--- config.mk ---
export PLATFORM = sky130hd
export DESIGN_NAME = io_board
export DESIGN_NICKNAME = d
export VERILOG_FILES = /design/src/source/io_board_pkg.sv /design/src/source/bus_cmd_decode.sv /design/src/source/io_board.sv /design/src/source/io_port_decode.sv /design/src/source/ppi_ports.sv /design/src/source/tone_timer.sv
export SDC_FILE = /design/constraint.sdc
export NUM_CORES = 1
export LEC_CHECK = 0
export CELL_PAD_IN_SITES_DETAIL_PLACEMENT = 1
export CELL_PAD_IN_SITES_GLOBAL_PLACEMENT = 1
export CORE_MARGIN = 4
export CORE_UTILIZATION = 51
export DETAILED_ROUTE_END_ITERATION = 12
export DONT_BUFFER_PORTS = 1
export GPL_ROUTABILITY_DRIVEN = 0
export PLACE_DENSITY_LB_ADDON = 0.1
export SYNTH_ARGS = -nofsm -noshare
export SYNTH_HDL_FRONTEND = slang
export SYNTH_HIERARCHICAL = 1
export SYNTH_SLANG_ARGS = --single-unit
export TNS_END_PERCENT = 20
--- constraint.sdc ---
create_clock -name clk -period 5.98 [get_ports clk]
set_clock_uncertainty 0.2 [all_clocks]
set_input_delay 0 -clock clk [delete_from_list [all_inputs] [get_ports clk]]
set_output_delay 0 -clock clk [all_outputs]
set_load 0.03 [all_outputs]
--- src/source/io_board_pkg.sv ---
// shared types and constants for the board I/O slice, imported by each module that uses them
`default_nettype none

package io_board_pkg;

   // bus widths
   localparam int IO_ADDR_W  = 10; // low I/O space only
   localparam int DATA_W     = 8;
   localparam int TONE_CNT_W = 12;

   // processor status as seen on S2..S0
   typedef enum logic [2:0] {
      BUS_INTA    = 3'b000, // interrupt acknowledge
      BUS_IOR     = 3'b001,
      BUS_IOW     = 3'b010,
      BUS_HALT    = 3'b011,
      BUS_CODE    = 3'b100, // code fetch
      BUS_MEMR    = 3'b101,
      BUS_MEMW    = 3'b110,
      BUS_PASSIVE = 3'b111
   } bus_status_e;

   // board chip selects, same order as the address decoder outputs
   typedef enum logic [2:0] {
      DEV_DMA      = 3'd0,
      DEV_PIC      = 3'd1,
      DEV_PIT      = 3'd2,
      DEV_PPI      = 3'd3,
      DEV_NMI_REG  = 3'd4,
      DEV_DMA_PAGE = 3'd5,
      DEV_NONE     = 3'd7
   } io_dev_e;

   // PPI port index, address bits 1:0
   localparam logic [1:0] PPI_PORT_A = 2'd0;
   localparam logic [1:0] PPI_PORT_B = 2'd1;
   localparam logic [1:0] PPI_PORT_C = 2'd2;

   // configuration switches, a closed switch reads as 0
   localparam logic [DATA_W-1:0] SW1_SETTING     = 8'b0010_1100;
   localparam logic [3:0]        SW2_HIGH_NIBBLE = 4'b0110; // port B bit 2 set
   localparam logic [3:0]        SW2_LOW_NIBBLE  = 4'b1110; // port B bit 2 clear

endpackage

`default_nettype wire

--- src/source/bus_cmd_decode.sv ---
// bus controller that registers processor status into active-high I/O and memory command strobes
`timescale 1ns/1ps
`default_nettype none

module bus_cmd_decode
   import io_board_pkg::*;
(
   input  wire         clk,
   input  wire         reset_n,
   input  bus_status_e status_i,
   output logic        ior_o,
   output logic        iow_o,
   output logic        memr_o,
   output logic        memw_o
);

   logic ior_d;
   logic iow_d;
   logic memr_d;
   logic memw_d;

   // status decode with at most one command per bus cycle
   always_comb begin
      ior_d  = 1'b0;
      iow_d  = 1'b0;
      memr_d = 1'b0;
      memw_d = 1'b0;
      case (status_i)
         BUS_IOR:            ior_d  = 1'b1;
         BUS_IOW:            iow_d  = 1'b1;
         BUS_CODE, BUS_MEMR: memr_d = 1'b1; // fetch is a memory read on the bus
         BUS_MEMW:           memw_d = 1'b1;
         default: begin
            // inta, halt and passive drive no command
         end
      endcase
   end

   always_ff @(posedge clk or negedge reset_n) begin
      if (!reset_n) begin
         ior_o  <= 1'b0;
         iow_o  <= 1'b0;
         memr_o <= 1'b0;
         memw_o <= 1'b0;
      end else begin
         ior_o  <= ior_d;
         iow_o  <= iow_d;
         memr_o <= memr_d;
         memw_o <= memw_d;
      end
   end

   // commands are exclusive on every cycle
   a_cmd_onehot0 : assert property (
      @(posedge clk) disable iff (!reset_n)
      $onehot0({ior_o, iow_o, memr_o, memw_o})
   ) else $error("bus_cmd_decode: more than one command strobe high");

endmodule

`default_nettype wire

--- src/source/io_board.sv ---
// top of the board I/O slice: bus command decode, port decode, speaker timer and PPI ports
`timescale 1ns/1ps
`default_nettype none

module io_board
   import io_board_pkg::*;
#(
   parameter logic [TONE_CNT_W-1:0] TONE_RELOAD    = 12'h533,
   parameter logic [TONE_CNT_W-1:0] TONE_THRESHOLD = 12'h299
)
(
   input  wire                  clk,
   input  wire                  reset_n,
   input  bus_status_e          status_i,
   input  wire [IO_ADDR_W-1:0]  addr_i,
   input  wire [DATA_W-1:0]     wr_data_i,
   input  wire                  audio_en_i,
   output logic                 ior_o,
   output logic                 iow_o,
   output logic                 memr_o,
   output logic                 memw_o,
   output io_dev_e              dev_sel_o,
   output logic [DATA_W-1:0]    rd_data_o,
   output logic                 speaker_o
);

   logic [1:0] port_idx;
   logic       tone_out;
   logic       tone_gate;

   bus_cmd_decode u_bus_cmd (
      .clk      (clk),
      .reset_n  (reset_n),
      .status_i (status_i),
      .ior_o    (ior_o),
      .iow_o    (iow_o),
      .memr_o   (memr_o),
      .memw_o   (memw_o)
   );

   io_port_decode u_port_dec (
      .ior_i      (ior_o),
      .iow_i      (iow_o),
      .addr_i     (addr_i),
      .dev_sel_o  (dev_sel_o), // also goes off-slice to the other chips
      .port_idx_o (port_idx)
   );

   tone_timer #(
      .TONE_RELOAD    (TONE_RELOAD),
      .TONE_THRESHOLD (TONE_THRESHOLD)
   ) u_tone (
      .clk         (clk),
      .reset_n     (reset_n),
      .tone_gate_i (tone_gate),
      .tone_out_o  (tone_out)
   );

   ppi_ports u_ppi (
      .clk         (clk),
      .reset_n     (reset_n),
      .ior_i       (ior_o),
      .iow_i       (iow_o),
      .dev_sel_i   (dev_sel_o),
      .port_idx_i  (port_idx),
      .wr_data_i   (wr_data_i),
      .tone_out_i  (tone_out),
      .audio_en_i  (audio_en_i),
      .tone_gate_o (tone_gate),
      .rd_data_o   (rd_data_o),
      .speaker_o   (speaker_o)
   );

endmodule

`default_nettype wire

--- src/source/io_port_decode.sv ---
// I/O address decoder: turns an I/O strobe and address into a board device select and port index
`timescale 1ns/1ps
`default_nettype none

module io_port_decode
   import io_board_pkg::*;
(
   input  wire                  ior_i,
   input  wire                  iow_i,
   input  wire [IO_ADDR_W-1:0]  addr_i,
   output io_dev_e              dev_sel_o,
   output logic [1:0]           port_idx_o
);

   logic dec_en;

   // only the first 256 ports belong to the system board
   assign dec_en = (ior_i | iow_i) & ~addr_i[9] & ~addr_i[8];

   // one select per 32-port block
   always_comb begin
      dev_sel_o = DEV_NONE;
      if (dec_en) begin
         case (addr_i[7:5])
            3'd0:    dev_sel_o = DEV_DMA;      // 0x00
            3'd1:    dev_sel_o = DEV_PIC;      // 0x20
            3'd2:    dev_sel_o = DEV_PIT;      // 0x40
            3'd3:    dev_sel_o = DEV_PPI;      // 0x60
            3'd4:    dev_sel_o = DEV_NMI_REG;  // 0x80
            3'd5:    dev_sel_o = DEV_DMA_PAGE; // 0xa0
            default: dev_sel_o = DEV_NONE;     // 0xc0 and 0xe0 unused
         endcase
      end
   end

   assign port_idx_o = addr_i[1:0]; // register select inside the device

   // no device may respond outside an I/O command
   always_comb begin
      if (!(ior_i || iow_i)) begin
         a_sel_idle : assert (dev_sel_o == DEV_NONE)
            else $error("io_port_decode: device selected without an I/O strobe");
      end
   end

endmodule

`default_nettype wire

--- src/source/ppi_ports.sv ---
// peripheral interface: port B latch, speaker drive and port A/B/C readback with config switches
`timescale 1ns/1ps
`default_nettype none

module ppi_ports
   import io_board_pkg::*;
(
   input  wire               clk,
   input  wire               reset_n,
   input  wire               ior_i,
   input  wire               iow_i,
   input  io_dev_e           dev_sel_i,
   input  wire [1:0]         port_idx_i,
   input  wire [DATA_W-1:0]  wr_data_i,
   input  wire               tone_out_i,
   input  wire               audio_en_i,
   output logic              tone_gate_o,
   output logic [DATA_W-1:0] rd_data_o,
   output logic              speaker_o
);

   logic [DATA_W-1:0] port_b_q;
   logic              ppi_sel;
   logic              spkr_data;
   logic [3:0]        sw2_nibble;
   logic [DATA_W-1:0] port_a_val;
   logic [DATA_W-1:0] port_c_val;

   assign ppi_sel = (dev_sel_i == DEV_PPI);

   // port B output latch
   always_ff @(posedge clk or negedge reset_n) begin
      if (!reset_n) begin
         port_b_q <= '0;
      end else if (iow_i && ppi_sel && port_idx_i == PPI_PORT_B) begin
         port_b_q <= wr_data_i;
      end
   end

   assign tone_gate_o = port_b_q[0]; // timer 2 gate
   assign spkr_data   = port_b_q[1];

   // speaker driver inverts the mixed tone
   assign speaker_o = audio_en_i ? ~(tone_out_i & spkr_data) : 1'b1;

   // port A shows switch block 1 when bit 7 selects it
   assign port_a_val = port_b_q[7] ? SW1_SETTING : '0;

   // port C low nibble is half of switch block 2
   assign sw2_nibble = port_b_q[2] ? SW2_HIGH_NIBBLE : SW2_LOW_NIBBLE;
   assign port_c_val = {2'b00, tone_out_i, ~tone_out_i, sw2_nibble};

   // read mux, zero unless the PPI is being read
   always_comb begin
      rd_data_o = '0;
      if (ior_i && ppi_sel) begin
         case (port_idx_i)
            PPI_PORT_A: rd_data_o = port_a_val;
            PPI_PORT_B: rd_data_o = port_b_q;
            PPI_PORT_C: rd_data_o = port_c_val;
            default:    rd_data_o = '0; // control port is write only
         endcase
      end
   end

endmodule

`default_nettype wire

--- src/source/tone_timer.sv ---
// speaker tone generator: half-rate prescaler, reloading down counter and gated square output
`timescale 1ns/1ps
`default_nettype none

module tone_timer
   import io_board_pkg::*;
#(
   parameter logic [TONE_CNT_W-1:0] TONE_RELOAD    = 12'h533,
   parameter logic [TONE_CNT_W-1:0] TONE_THRESHOLD = 12'h299
)
(
   input  wire  clk,
   input  wire  reset_n,
   input  wire  tone_gate_i,
   output logic tone_out_o
);

   logic                  prescale_q;
   logic [TONE_CNT_W-1:0] count_q;
   logic                  tone_raw;

   // timer clock enable at half the board clock
   always_ff @(posedge clk or negedge reset_n) begin
      if (!reset_n) begin
         prescale_q <= 1'b0;
      end else begin
         prescale_q <= ~prescale_q;
      end
   end

   // down counter, reload at terminal count
   always_ff @(posedge clk or negedge reset_n) begin
      if (!reset_n) begin
         count_q <= TONE_RELOAD;
      end else if (prescale_q) begin
         if (count_q == '0) begin
            count_q <= TONE_RELOAD;
         end else begin
            count_q <= count_q - 1'b1;
         end
      end
   end

   // high for the upper part of the count
   assign tone_raw = (count_q >= TONE_THRESHOLD);

   // gate low parks the output high
   assign tone_out_o = tone_gate_i ? tone_raw : 1'b1;

   // reload value bounds the count
   a_count_range : assert property (
      @(posedge clk) disable iff (!reset_n)
      count_q <= TONE_RELOAD
   ) else $error("tone_timer: count above reload value");

endmodule

`default_nettype wire
* Yosys cells after proc, flatten, opt, wreduce, memory -nomap -nowiden
Cells that the tools add are included.
Word-level totals: bits in read-only memories 0, register bits after elaboration 25, RAM bits 0, latch bits 0, output and inout port bits 16, memories 0
Cells by class: div/mod/pow operators 0, reductions and logical operators 7, multiplexer cells 13, shift-type cells 0, $lt $le $gt $ge 1, equal/unequal tests 13, bitwise logic cells 9, multiply operators 0, add/subtract/negate cells 1
Operator list (count):
- 8-bit case mux with 3 select lines | 1
- 3-bit case mux with 6 select lines | 1
- 3-bit == test (second input constant) | 5
- 3-bit by 2-bit == test with 1-bit output (second input constant) | 4
- 12-bit by 10-bit greater-or-equal comparator with 1-bit output (second input constant) | 1
- 12-bit zero test | 1
- 12-bit 2-to-1 mux | 1
- 12-bit by 1-bit subtractor with 12-bit output (second input constant) | 1
- 8-bit 2-to-1 mux | 1
- 3-bit by 1-bit == test with 1-bit output (second input constant) | 2
- 1-bit 2-to-1 mux | 6
- 6-bit 2-to-1 mux | 1
- 1-bit inverter | 5
- 4-bit 2-to-1 mux | 1
- 1-bit bitwise AND | 3
- 1-bit logical AND | 3
- 3-bit zero test | 1
- 3-bit 2-to-1 mux | 1
- 2-bit by 1-bit == test with 1-bit output (second input constant) | 1
- 2-bit == test (second input constant) | 1
- 2-bit zero test | 1
- 2-bit OR reduction | 1
- 1-bit bitwise OR | 1

* Longest topological paths before layout
Gate-level depths: netlist (run 1).
word-level depth 7, gate-level depth with buffers 7, gate-level depth less buffers 7

* Hierarchy
The synthesis (run 1) kept the hierarchy.
Modules (own cells, without submodules):
- tone_timer | area each 758.2 sq um, cells an instance 74, seq. area each 332.8 sq um, instances 1
- ppi_ports | area each 466.7 sq um, cells an instance 42, seq. area each 200.2 sq um, instances 1
- bus_cmd_decode | area each 133.9 sq um, cells an instance 8, seq. area each 100.1 sq um, instances 1
- io_port_decode | area each 48.8 sq um, cells an instance 7, seq. area each 0.0 sq um, instances 1

* Worst setup path after synthesis (run 1)
OpenSTA, ideal clock, no wires.
kind register -> register, start register u_bus_cmd.iow_o, end register u_ppi.port_b_q[0], buffers on the path 1, period minus slack after synthesis 2.307 ns, arrival 1.982 ns, stages on the path, launching flop included 6, setup slack 3.673 ns, library setup time 0.125 ns, data required time 5.655 ns, path through dfrtp_1 -> nor2_1 -> or4_1 -> and4bb_1 -> buf_6 -> mux2_2
On the way: word-level cells in the longest chain between the ends 7
RTL lines:
- start, declared | RTL line bus_cmd_decode.sv:12 | output logic iow_o,
- start signal, assigned | RTL line bus_cmd_decode.sv:47 | iow_o <= iow_d;
- 1-bit bitwise OR | RTL line io_port_decode.sv:18 | assign dec_en = (ior_i | iow_i) & ~addr_i[9] & ~addr_i[8];
- 1-bit bitwise AND (2 in series) | RTL line io_port_decode.sv:18
- 3-bit 2-to-1 mux | RTL line io_port_decode.sv:23 | if (dec_en) begin
- named net dev_sel_o[2] | RTL line io_board.sv:22 | output io_dev_e dev_sel_o,
- 3-bit by 2-bit == test with 1-bit output | RTL line ppi_ports.sv:29 | assign ppi_sel = (dev_sel_i == DEV_PPI);
- 1-bit logical AND (2 in series) | RTL line ppi_ports.sv:35 | end else if (iow_i && ppi_sel && port_idx_i == PPI_PORT_B) begin
- end signal, assigned | RTL line ppi_ports.sv:36 | port_b_q <= wr_data_i;
- end, declared | RTL line ppi_ports.sv:22 | logic [DATA_W-1:0] port_b_q;
The timed path passes the listed nets, and every way through them passes these cells. A chain may end at the register's enable or synchronous reset.

* Final worst setup path (run 1)
start register u_bus_cmd.ior_o, end output port rd_data_o[0]
On the way: word-level cells in the longest chain between the ends 7
RTL lines:
- start, declared | RTL line bus_cmd_decode.sv:11 | output logic ior_o,
- start signal, assigned | RTL line bus_cmd_decode.sv:46 | ior_o <= ior_d;
- 1-bit bitwise OR | RTL line io_port_decode.sv:18
- 1-bit bitwise AND (2 in series) | RTL line io_port_decode.sv:18
- 3-bit 2-to-1 mux | RTL line io_port_decode.sv:23
- named net dev_sel_o[2] | RTL line io_board.sv:22
- 3-bit by 2-bit == test with 1-bit output | RTL line ppi_ports.sv:29
- 1-bit logical AND | RTL line ppi_ports.sv:56 | if (ior_i && ppi_sel) begin
- 8-bit 2-to-1 mux | RTL line ppi_ports.sv:56
- end, declared | RTL line io_board.sv:23 | output logic [DATA_W-1:0] rd_data_o,
The timed path passes the listed nets, and every way through them passes these cells.

==> results of run 1 <==
metrics by stage:
stage,instances,hold WS [ps]
after detailed placement,156,-495
after floorplan,131,-496
final,177,35.7
after CTS,176,8.02
after global placement,156,-495
after global routing,177,43.7
final cells by class:
type,count,area (um2)
Tap cell,30,37.5
Inverter,6,22.5
Clock inverter,1,7.51
Timing Repair Buffer,17,180
Clock buffer,3,22.5
Fill cell,275,926
Sequential cell,25,633
Multi-Input combinational cell,95,716
registers in the layout (all words and copies together) (netlist names):
| register | flops |
|---|---|
| u_ppi/port_b_q | 8 |
| u_bus_cmd/ior_o | 1 |
| u_tone/prescale_q | 1 |
| u_bus_cmd/iow_o | 1 |
| u_bus_cmd/memw_o | 1 |
| u_bus_cmd/memr_o | 1 |
| u_tone/count_q | 12 |
metal layers:
metal,vias to the layer above,track usage [%]
met3,7,6.81
met4,0,9.91
met1,557,24.2
li1,513,-
met5,-,0
met2,22,41.5
placed cells by master (no fill, tap or decap), types with 2 or more instances in the layout:
cell type / Yosys / routed
nand2_1: 5 / 5
or4_1: 5 / 5
inv_1: 6 / 6
mux2i_1: 4 / 4
dlygate4sd3_1: 0 / 16
a21oi_1: 4 / 4
ha_1: 3 / 3
nor3b_1: 5 / 5
xor2_1: 2 / 2
dfstp_2: 6 / 6
clkbuf_4: 0 / 3
a2bb2oi_1: 3 / 3
o2111ai_1: 2 / 2
xnor2_1: 2 / 2
o21ai_0: 2 / 2
and2_1: 3 / 3
or4b_1: 2 / 2
nor3_1: 4 / 4
mux2_2: 11 / 11
nor2_1: 13 / 13
nand3_1: 3 / 3
and3_1: 2 / 2
dfrtp_1: 19 / 19
worst max-delay path by stage:
| stage | from | to | slack [ps] | depth (start not counted) |
|---|---|---|---|---|
| after floorplan | u_bus_cmd/iow_o$_DFF_PN0_ | u_ppi/port_b_q[0]$_DFFE_PN0P_ | 3670 | 5 |
| after global placement | u_bus_cmd/iow_o$_DFF_PN0_ | u_ppi/port_b_q[4]$_DFFE_PN0P_ | 3460 | 4 |
| after detailed placement | u_bus_cmd/ior_o$_DFF_PN0_ | u_ppi/port_b_q[4]$_DFFE_PN0P_ | 3390 | 4 |
| after CTS | u_bus_cmd/ior_o$_DFF_PN0_ | rd_data_o[7] | 3070 | 5 |
| final | u_bus_cmd/ior_o$_DFF_PN0_ | rd_data_o[0] | 3010 | 5 |
| after global routing | u_bus_cmd/ior_o$_DFF_PN0_ | rd_data_o[6] | 2880 | 5 |
critical path: cells and delay by family, from the launching register on:
| family | cells | cell delay [ps] |
|---|---|---|
| simple gates | 5 | 1830 |
| flops | 1 | 580 |
power by group:
group	total (mW)	internal, mW	switching, mW
Combinational	0.0234	0.0134	0.00999
Sequential	0.176	0.172	0.00418
Clock	0.0833	0.0257	0.0575
Total	0.283	0.211	0.0717
cells by family (layout without fill, tap and decap cells):
group                      after synthesis  after routing  share of synthesized area [%]
and+or+nand+nor                         56             56                           25.5
DFF                                     25             25                           45.0
AOI/OAI and AO/OA                       17             17                           8.54
muxes                                   15             15                           11.6
buffers and inverters                   11             27                           4.18
xor gates and xnor gates                 4              4                           2.49
adders and majority gates                3              3                           2.67
==> reports/results.ini, run 1 <==
[worst_hold_path]
holdPathEnd = speaker_o
whs_path_depth = 1
hp-start = audio_en_i
hold_path_class = input port to primary output

[route]
wl_met2_um = 2090
ant_nets = 0
drtIter0Drc = 46
wl_met1_um = 1410
highest_layer = met4
vias = 1099
wl_per_cell_um = 21.0
viasPerCell = 6.21
drc_errors = 0
first_pass_iters = 4
drt_wl_total_um = 3720
wl_met3_um = 152

[die]
ios = 40
coreArea_um2 = 2540
dieHeight_um = 60.5
num_rows = 18
start_util_pct = 55.3
die-area_um2 = 3660
die_x_um = 60.5

[sta]
relSlewSlack_pct = 37.7
setup_ws_ps = 3010
finalSetupViolCount = 0
rsz0062_at_grt = false
maxSlewViolCount = 0
post-route-period-util_pct = 49.6
period_minus_slack_ps = 2970
finalSetupTns_ps = 0
fmax_mhz = 337
hold_viol_final = 0
tightestPinTransition_ps = 933

[worst_setup_path]
rr_startpoint = u_bus_cmd/ior_o$_DFF_PN0_
r2r.worst_path.cells = 4
startpoint_type = register
crit_type = register to primary output
crit_required_ps = 5780
reg2reg_setup_slack_ps = 3370
cp_slowest_cell = or4_1
r2r_end = u_ppi/port_b_q[4]$_DFFE_PN0P_
cpPeakStageDelay_ps = 620
cp_data_arrival_time_ps = 2770
cp-end-kind = primary output
cp_cell_sequence = nor2_1 -> or4_1 -> nand4b_1 -> nor2b_1 -> and2_1
crit_fanout = 6

[logic_synthesis]
netlist_instances = 131
yosys.area.top_type_share_pct = 33.8
synthArstFlopShare_pct = 100
synthTopCellsByArea = dfrtp_1 34%, dfstp_2 11%, mux2_2 8.8%, nor2_1 3.5%, mux2i_1 2.8%
synth_cell_types = 45
ys.flop_type = dfrtp_1
yosysTopAreaCell = dfrtp_1
synth_most_common_cell = dfrtp_1
synth_top_cells_by_count = 19 x dfrtp_1, 13 x nor2_1, 11 x mux2_2
yosysSeqAreaShare_pct = 45.0
syn-num-nets = 158
syn_avg_cell_area_um2 = 10.7
yosys_warnings = 6
synth_edf_count = 0
synth-seq-cells = 25
syn-cell-area_um2 = 1410

[clock_tree]
cts_htree_levels = 1
cts-root-buf = clkbuf_4
ctsResizeCount = 0
cts_tree = done
cts_setup_buffers = 0
cts_hold_buf = 16
clock-sinks = 25
insertion_delay_ps = 340
clk_pin_slew_ps = 150
cts-buffers-inserted = 3
cts.path.max_buffers = 2

[grt]
groute.usage.overall_pct = 22.8
antenna_found_initial = 0
grt_max_degree = 20
grt_pass1_wl_um = 5850
grt_pass1_vias = 1189
grt-ovfl-total = 0

[cells_and_area]
fin_area_um2 = 1620
drive_gt1_share_pct = 19.0
num-nets-final = 175
syn_to_final_growth_pct = 15.0
antenna_cells = 0
postLayoutCoreUtil_pct = 63.6

[placement]
place_hpwl_um = 2470
pre_cts_ws_ps = 3390
placed_area_um2 = 1410
portBuffers = 0

[power_and_ir_drop]
p_leak_nw = 0.692
p_per_area_nw_per_um2 = 175
fin_total_pwr_uw = 283
ir_drop_mv = 0.201

[status]
outcome = completed

[run]
cap_violations = 0

(Power assumes the default switching activity.)
==> run 2, diff against run 1 <==
--- a/config.mk
+++ b/config.mk
@@ -5,10 +5,11 @@
 export SDC_FILE = /design/constraint.sdc
 export NUM_CORES = 1
 export LEC_CHECK = 0
+export ABC_AREA = 1
 export CELL_PAD_IN_SITES_DETAIL_PLACEMENT = 1
 export CELL_PAD_IN_SITES_GLOBAL_PLACEMENT = 1
 export CORE_MARGIN = 4
-export CORE_UTILIZATION = 51
+export CORE_UTILIZATION = 45
 export DETAILED_ROUTE_END_ITERATION = 12
 export DONT_BUFFER_PORTS = 1
 export GPL_ROUTABILITY_DRIVEN = 0
==> constraint.sdc (replaced) <==
create_clock -name clk -period 2.92 [get_ports clk]
set_clock_uncertainty 0.2 [all_clocks]
set_input_delay 0 -clock clk [delete_from_list [all_inputs] [get_ports clk]]
set_output_delay 0 -clock clk [all_outputs]
set_load 0.03 [all_outputs]
==> run 2 against run 1 <==
  * Final area grew 19%
  * Synthesized cell count grew 56%
  * Flip-flop and latch count unchanged
  * Total power grew 110%
  * Sequential power up 110%
  * Count of clock-buffer cells in the layout did not move
  * Die area grew 22%
  * Combinational power rose to 2.6 times the previous value
  * Wire length up 21%
  * Worst setup slack got worse by 2800 ps
  * Critical endpoint unchanged
  * Largest power group unchanged
==> reports/results.ini, run 2 <==
[grt]
groute.usage.overall_pct = 22.6  ; was 22.8%
grt_pass1_wl_um = 7510  ; was 5850 um
antenna_found_initial = 0  ; unchanged
grt-ovfl-total = 0  ; unchanged
grt_max_degree = 20  ; unchanged
grt_pass1_vias = 1529  ; was 1189

[sta]
finalSetupTns_ps = 0  ; unchanged
rsz0062_at_grt = false  ; unchanged
tightestPinTransition_ps = 924  ; was 933 ps
whs_ps = 37.6  ; was 35.7 ps
hold_viol_final = 0  ; unchanged
fmax_mhz = 369
relSlewSlack_pct = 38.2  ; was 37.7%
maxSlewViolCount = 0  ; unchanged
post-route-period-util_pct = 92.7
finalSetupViolCount = 0  ; unchanged
period_minus_slack_ps = 2710

[logic_synthesis]
synth_compound_area_share_pct = 3.85  ; was 8.53%
synth_fa_ha_area_share_pct = 2.40  ; was 2.67%
synthArstFlopShare_pct = 100  ; unchanged
synth_cell_types = 26  ; was 45
yosysSeqAreaShare_pct = 40.5  ; was 45.0%
yosys.area.top_type_share_pct = 30.4  ; was 33.8%
synth-seq-cells = 25  ; unchanged
syn-num-nets = 231  ; was 158
synth_top_family_by_area = simple AND/OR/NAND/NOR gates  ; unchanged
synthMuxAreaShare_pct = 0  ; was 11.6%
synth_xor_xnor_area_share_pct = 1.12  ; was 2.49%
syn-cell-area_um2 = 1560  ; was 1410 um2
synth_most_common_cell = nand2_1  ; was dfrtp_1
synth_edf_count = 0  ; unchanged
synthSimpleGateAreaFrac_pct = 42.8  ; was 25.5%
netlist_instances = 204  ; was 131
yosys_warnings = 6  ; unchanged
synth_top_cells_by_count = 59 x nand2_1, 25 x nand3_1, 23 x inv_1  ; was 19 x dfrtp_1, 13 x nor2_1, 11 x mux2_2
synthTopCellsByArea = dfrtp_1 30%, nand2_1 14%, dfstp_2 10%, nand3_1 8.0%, inv_1 5.5%  ; was dfrtp_1 34%, dfstp_2 11%, mux2_2 8.8%, nor2_1 3.5%, mux2i_1 2.8%
yosysTopAreaCell = dfrtp_1  ; unchanged
syn_avg_cell_area_um2 = 7.65  ; was 10.7 um2
ys.flop_type = dfrtp_1  ; unchanged

[die]
dieHeight_um = 66.9  ; was 60.5 um
start_util_pct = 46.8  ; was 55.3%
num_rows = 21  ; was 18
die_x_um = 66.9  ; was 60.5 um
ios = 40  ; unchanged
coreArea_um2 = 3340  ; was 2540 um2
die-area_um2 = 4480  ; was 3660 um2

[cells_and_area]
reg_top3 = u_tone/count_q (12), u_ppi/port_b_q (8)  ; unchanged
syn_to_final_growth_pct = 23.2  ; was 15.0%
final_common_cell = nand2_1  ; was dfrtp_1
fin_cells = 281  ; was 177
postLayoutCoreUtil_pct = 57.6  ; was 63.6%
final_cell_mix = 59 x nand2_1, 26 x dlygate4sd3_1, 25 x nand3_1  ; was 19 x dfrtp_1, 16 x dlygate4sd3_1, 13 x nor2_1
largest_register = u_tone/count_q  ; unchanged
num-nets-final = 263  ; was 175
antenna_cells = 0  ; unchanged
largest_reg_flops = 12  ; unchanged
drive_gt1_share_pct = 15.7  ; was 19.0%

[placement]
portBuffers = 0  ; unchanged
place_hpwl_um = 2900  ; was 2470 um
dp_cells = 250  ; was 156

[power_and_ir_drop]
p_per_area_nw_per_um2 = 304  ; was 175 nW/um2
ir_drop_mv = 0.311  ; was 0.201 mV
p_leak_nw = 0.997  ; was 0.692 nW

[clock_tree]
cts_tree = done  ; unchanged
cts_setup_buffers = 0  ; unchanged
cts.path.max_buffers = 2  ; unchanged
insertion_delay_ps = 340  ; about the same
cts_htree_levels = 1  ; unchanged
cts-buffers-inserted = 3  ; unchanged
clk_pin_slew_ps = 150  ; about the same
cts_hold_buf = 27  ; was 16
clock-sinks = 25  ; unchanged
cts-root-buf = clkbuf_4  ; unchanged
ctsResizeCount = 0  ; unchanged

[run]
cap_violations = 0  ; unchanged

[route]
drtIter0Drc = 46  ; unchanged
ant_nets = 0  ; unchanged
drt_wl_total_um = 4510  ; was 3720 um
drc_errors = 0  ; unchanged
viasPerCell = 5.05  ; was 6.21
first_pass_iters = 4  ; unchanged
vias = 1420  ; was 1099
wl_per_cell_um = 16.0  ; was 21.0 um

[worst_setup_path]
cp-end-kind = primary output  ; unchanged
crit_required_ps = 2720  ; was 5780 ps
cp_data_arrival_time_ps = 2510  ; was 2770 ps
crit_fanout = 10  ; was 6
crit_type = register to primary output  ; unchanged
startpoint_type = register  ; unchanged
reg2reg_setup_slack_ps = 340  ; was 3370 ps

[status]
outcome = completed  ; unchanged

[worst_hold_path]
hold_path_class = input port to primary output  ; unchanged

[run 2: cell types whose count changed after synthesis, moves of 4 or more]
| cell | delta |
|---|---|
| inv_1 | +17 |
| mux2_2 | -11 |
| a21oi_1 | +4 |
| nand2_1 | +54 |
| mux2i_1 | -4 |
| nor2_1 | +7 |
| or4_1 | -5 |
| nand3_1 | +22 |
| nand2_4 | +4 |
| inv_2 | +5 |
| nor3b_1 | -5 |
[run 2: metal layers]
layer / track usage [%] / share of wire, %
met5: 0 / 0
met4: 4.81 / 0.89
met3: 5.23 / 4.0
met2: 40.8 / 55
met1: 26.8 / 40
[run 2: report_power, final]
group,switching [mW],internal (mW),leakage (nW)
logic,0.0335,0.0272,0.668
registers,0.00981,0.353,0.311
clock network,0.110,0.0515,0.0177
total,0.154,0.431,0.997
[run 2: final cells by class]
class                      count  area (um2)
fill                         441        1410
multi-input combinational    145         783
clock buffer                   3        22.5
inverter                      31         119
tap                           46        57.6
sequential                    25         633
clock inverter                 1        5.00
timing repair buffer          30         303
[run 2: final timing paths]
path	from	to	depth (start not counted)
max	u_bus_cmd/ior_o$_DFF_PN0_	rd_data_o[0]	6
min	audio_en_i	speaker_o	1
max reg2reg	u_bus_cmd/ior_o$_DFF_PN0_	u_ppi/port_b_q[5]$_DFFE_PN0P_	7
min reg2reg	u_tone/count_q[10]$_DFFE_PN1P_	u_tone/count_q[10]$_DFFE_PN1P_	2
max in group asynchronous	reset_n	u_tone/count_q[9]$_DFFE_PN0P_	4
min in group asynchronous	reset_n	u_tone/count_q[0]$_DFFE_PN1P_	3
[run 2: logic make-up (layout without fill, tap and decap cells)]
family	count (synthesis)	in the layout
DFF	25	25
and+or+nand+nor	128	128
adders and majority gates	3	3
buffers and inverters	34	65
AOI/OAI and AO/OA	12	12
xor gates and xnor gates	2	2
[run 2: per-stage QoR]
step | power, mW | cell area [um2] | setup slack [ps]
2_1_floorplan | 0.393 | 1560 | 779
3_3_place_gp | 0.393 | 1620 | 739
3_5_place_dp | 0.395 | 1620 | 663
4_1_cts | 0.587 | 1920 | 264
5_1_grt | 0.616 | 1920 | 128
6_report | 0.585 | 1920 | 214
[run 2: worst max-delay path: stages, from the launching register on]
cell and delay, ps:
dfrtp_1 600, nor2_1 100, nor2_2 180, nand2_1 320, nor2_8 300, nand2_2 160
nor2_1 500
==> run 3, diff against run 2 <==
--- a/config.mk
+++ b/config.mk
@@ -5,11 +5,10 @@
 export SDC_FILE = /design/constraint.sdc
 export NUM_CORES = 1
 export LEC_CHECK = 0
-export ABC_AREA = 1
 export CELL_PAD_IN_SITES_DETAIL_PLACEMENT = 1
 export CELL_PAD_IN_SITES_GLOBAL_PLACEMENT = 1
 export CORE_MARGIN = 4
-export CORE_UTILIZATION = 45
+export CORE_UTILIZATION = 47
 export DETAILED_ROUTE_END_ITERATION = 12
 export DONT_BUFFER_PORTS = 1
 export GPL_ROUTABILITY_DRIVEN = 0
==> run 3 against run 2 <==
  * Non-clock buffer count decreased by 12
  * Combinational power decreased by 20%
  * Sequential share of layout area increased by 6.1 points
  * Sequential power down 1%
  * Flip-flop and latch count unchanged
==> reports/results.ini, run 3 (same netlist as run 1, synthesis figures left out) <==
[grt]
grt-ovfl-total = 0  ; unchanged
grt_pass1_vias = 1177  ; was 1529
grt_pass1_wl_um = 5820  ; was 7510 um
antenna_found_initial = 0  ; unchanged
groute.usage.overall_pct = 18.8  ; was 22.6%
grt_max_degree = 20  ; unchanged

[cells_and_area]
nFillCells = 304  ; was 441
reg_top3 = u_tone/count_q (12), u_ppi/port_b_q (8)  ; unchanged
largest_register = u_tone/count_q  ; unchanged
final_common_cell = dfrtp_1  ; was nand2_1
antenna_cells = 0  ; unchanged
seqCellArea_um2 = 633  ; unchanged
drive_gt1_share_pct = 20.3  ; was 15.7%
final_cell_mix = 19 x dfrtp_1, 15 x dlygate4sd3_1, 13 x nor2_1  ; was 59 x nand2_1, 26 x dlygate4sd3_1, 25 x nand3_1
fin_cells = 179  ; was 281
num-nets-final = 176  ; was 263
syn_to_final_growth_pct = 15.3  ; was 23.2%
fin_area_um2 = 1620  ; was 1920 um2
multi_input_area_um2 = 716  ; was 783 um2
largest_reg_flops = 12  ; unchanged

[sta]
period_minus_slack_ps = 2640  ; was 2710 ps
post-route-period-util_pct = 90.4  ; was 92.7%
relSlewSlack_pct = 42.0  ; was 38.2%
fmax_mhz = 379  ; was 369 MHz
whs_ps = 44.0  ; was 37.6 ps
rsz0062_at_grt = false  ; unchanged
tightestPinTransition_ps = 867  ; was 924 ps
finalSetupTns_ps = 0  ; unchanged
finalSetupViolCount = 0  ; unchanged
maxSlewViolCount = 0  ; unchanged
setup_ws_ps = 282  ; was 214 ps
hold_viol_final = 0  ; unchanged

[worst_setup_path]
r2r_end = u_ppi/port_b_q[1]$_DFFE_PN0P_  ; was u_ppi/port_b_q[5]$_DFFE_PN0P_
crit_buf_inv = 0  ; unchanged
cp-end-kind = primary output  ; unchanged
crit_fanout = 6  ; was 10
cpPeakStageDelay_ps = 560  ; was 600 ps
rr_startpoint = u_bus_cmd/ior_o$_DFF_PN0_  ; unchanged
cp_top_family = simple AND/OR/NAND/NOR gates  ; unchanged
cp_cell_sequence = nor2_1 -> or4_1 -> nand4b_1 -> nor2b_1 -> and2_1  ; was nor2_1 -> nor2_2 -> nand2_1 -> nor2_8 -> nand2_2 -> nor2_1
cp_slowest_cell = dfrtp_1  ; unchanged
reg2reg_setup_slack_ps = 510  ; was 340 ps
startpoint_type = register  ; unchanged
crit_required_ps = 2720  ; about the same
r2r.worst_path.cells = 5  ; was 7
crit_type = register to primary output  ; unchanged
cp_data_arrival_time_ps = 2440  ; was 2510 ps

[route]
first_pass_iters = 4  ; unchanged
drtIter0Drc = 29  ; was 46
ant_nets = 0  ; unchanged
wl_per_cell_um = 19.4  ; was 16.0 um
drc_errors = 0  ; unchanged
drt_wl_total_um = 3480  ; was 4510 um
vias = 1095  ; was 1420
viasPerCell = 6.12  ; was 5.05

[power_and_ir_drop]
ir_drop_mv = 0.221  ; was 0.311 mV
p_per_area_nw_per_um2 = 346  ; was 304 nW/um2
p_leak_nw = 0.701  ; was 0.997 nW

[run]
cap_violations = 0  ; unchanged

[worst_hold_path]
hp-start = audio_en_i  ; unchanged
holdPathEnd = speaker_o  ; unchanged
whs_path_depth = 1  ; unchanged
hold_path_class = input port to primary output  ; unchanged

[die]
die_x_um = 62.7  ; was 66.9 um
start_util_pct = 50.2  ; was 46.8%
die-area_um2 = 3930  ; was 4480 um2
ios = 40  ; unchanged
coreArea_um2 = 2810  ; was 3340 um2
dieHeight_um = 62.7  ; was 66.9 um
num_rows = 19  ; was 21

[clock_tree]
cts.path.max_buffers = 2  ; unchanged
clock-sinks = 25  ; unchanged
cts-root-buf = clkbuf_4  ; unchanged
clk_pin_slew_ps = 130  ; was 150 ps
cts_htree_levels = 1  ; unchanged
cts_tree = done  ; unchanged
cts-buffers-inserted = 3  ; unchanged
cts_setup_buffers = 0  ; unchanged
insertion_delay_ps = 320  ; was 340 ps

[placement]
portBuffers = 0  ; unchanged
dp_cells = 159  ; was 250
pre_cts_ws_ps = 527  ; was 663 ps
place_hpwl_um = 2330  ; was 2900 um
placed_area_um2 = 1430  ; was 1620 um2

[status]
outcome = completed  ; unchanged

## run 3: cell count changes in the layout (fill, tap and decap cells not counted), moves of 7 or more
| cell | before | now |
|---|---|---|
| inv_1 | 23 | 6 |
| nand3_1 | 25 | 3 |
| mux2_2 | 0 | 11 |
| nand2_1 | 59 | 5 |
| nor2_1 | 20 | 13 |
| dlygate4sd3_1 | 26 | 15 |
## run 3: report_power, final
group	internal, mW	switching, mW	total [mW]
logic	0.0275	0.0212	0.0487
registers	0.352	0.00681	0.359
clock network	0.0514	0.102	0.154
## run 3: final cells by class
| type | instances | share of cell area [%] |
|---|---|---|
| clock buffers | 3 | 1.39 |
| flip-flops and latches | 25 | 39.0 |
| clock inverters | 1 | 0.308 |
| repair buffers | 18 | 11.4 |
| multi-input cells | 95 | 44.1 |
| inverters | 6 | 1.39 |
| well taps | 31 | 2.39 |
## run 3: per-layer routing
metal  track usage, %  vias up  part of all wire (%)
li1                 -      515                     -
met1             21.2      560                    42
met2             35.0       16                    54
met3             4.86        4                   3.2
met4             4.13        0                  0.80
met5                0        -                     0
## run 3: worst max-delay path by stage
| stage | from | endpoint | cells after the start |
|---|---|---|---|
| floorplan | u_bus_cmd/iow_o$_DFF_PN0_ | u_ppi/port_b_q[0]$_DFFE_PN0P_ | 5 |
| global placement | u_bus_cmd/ior_o$_DFF_PN0_ | u_ppi/port_b_q[1]$_DFFE_PN0P_ | 5 |
| detailed placement | u_bus_cmd/ior_o$_DFF_PN0_ | u_ppi/port_b_q[1]$_DFFE_PN0P_ | 5 |
| CTS | u_bus_cmd/ior_o$_DFF_PN0_ | rd_data_o[0] | 5 |
| global route | u_bus_cmd/ior_o$_DFF_PN0_ | rd_data_o[0] | 5 |
| finish | u_bus_cmd/ior_o$_DFF_PN0_ | rd_data_o[0] | 5 |
## run 3: what timing repair did
action	4_1_cts	5_1_grt
hold buffers	16	0
hold endpoints to repair	37	0
endpoints found under the setup margin	0	0
resized for setup	0	0
## run 3: worst register-to-register path, cell delays in order (launching register included)
cell and delay (ps):
dfrtp_1 560, nor2_1 110, or4b_1 690, nand2_1 120
and4bb_1 310, mux2_2 330
## run 3: metrics by stage
stage	util [%]	power (mW)
after floorplan	-	0.386
after global placement	50.8	0.386
final	57.9	0.561
after global routing	57.9	0.589
after detailed placement	50.8	0.387
after CTS	57.9	0.572
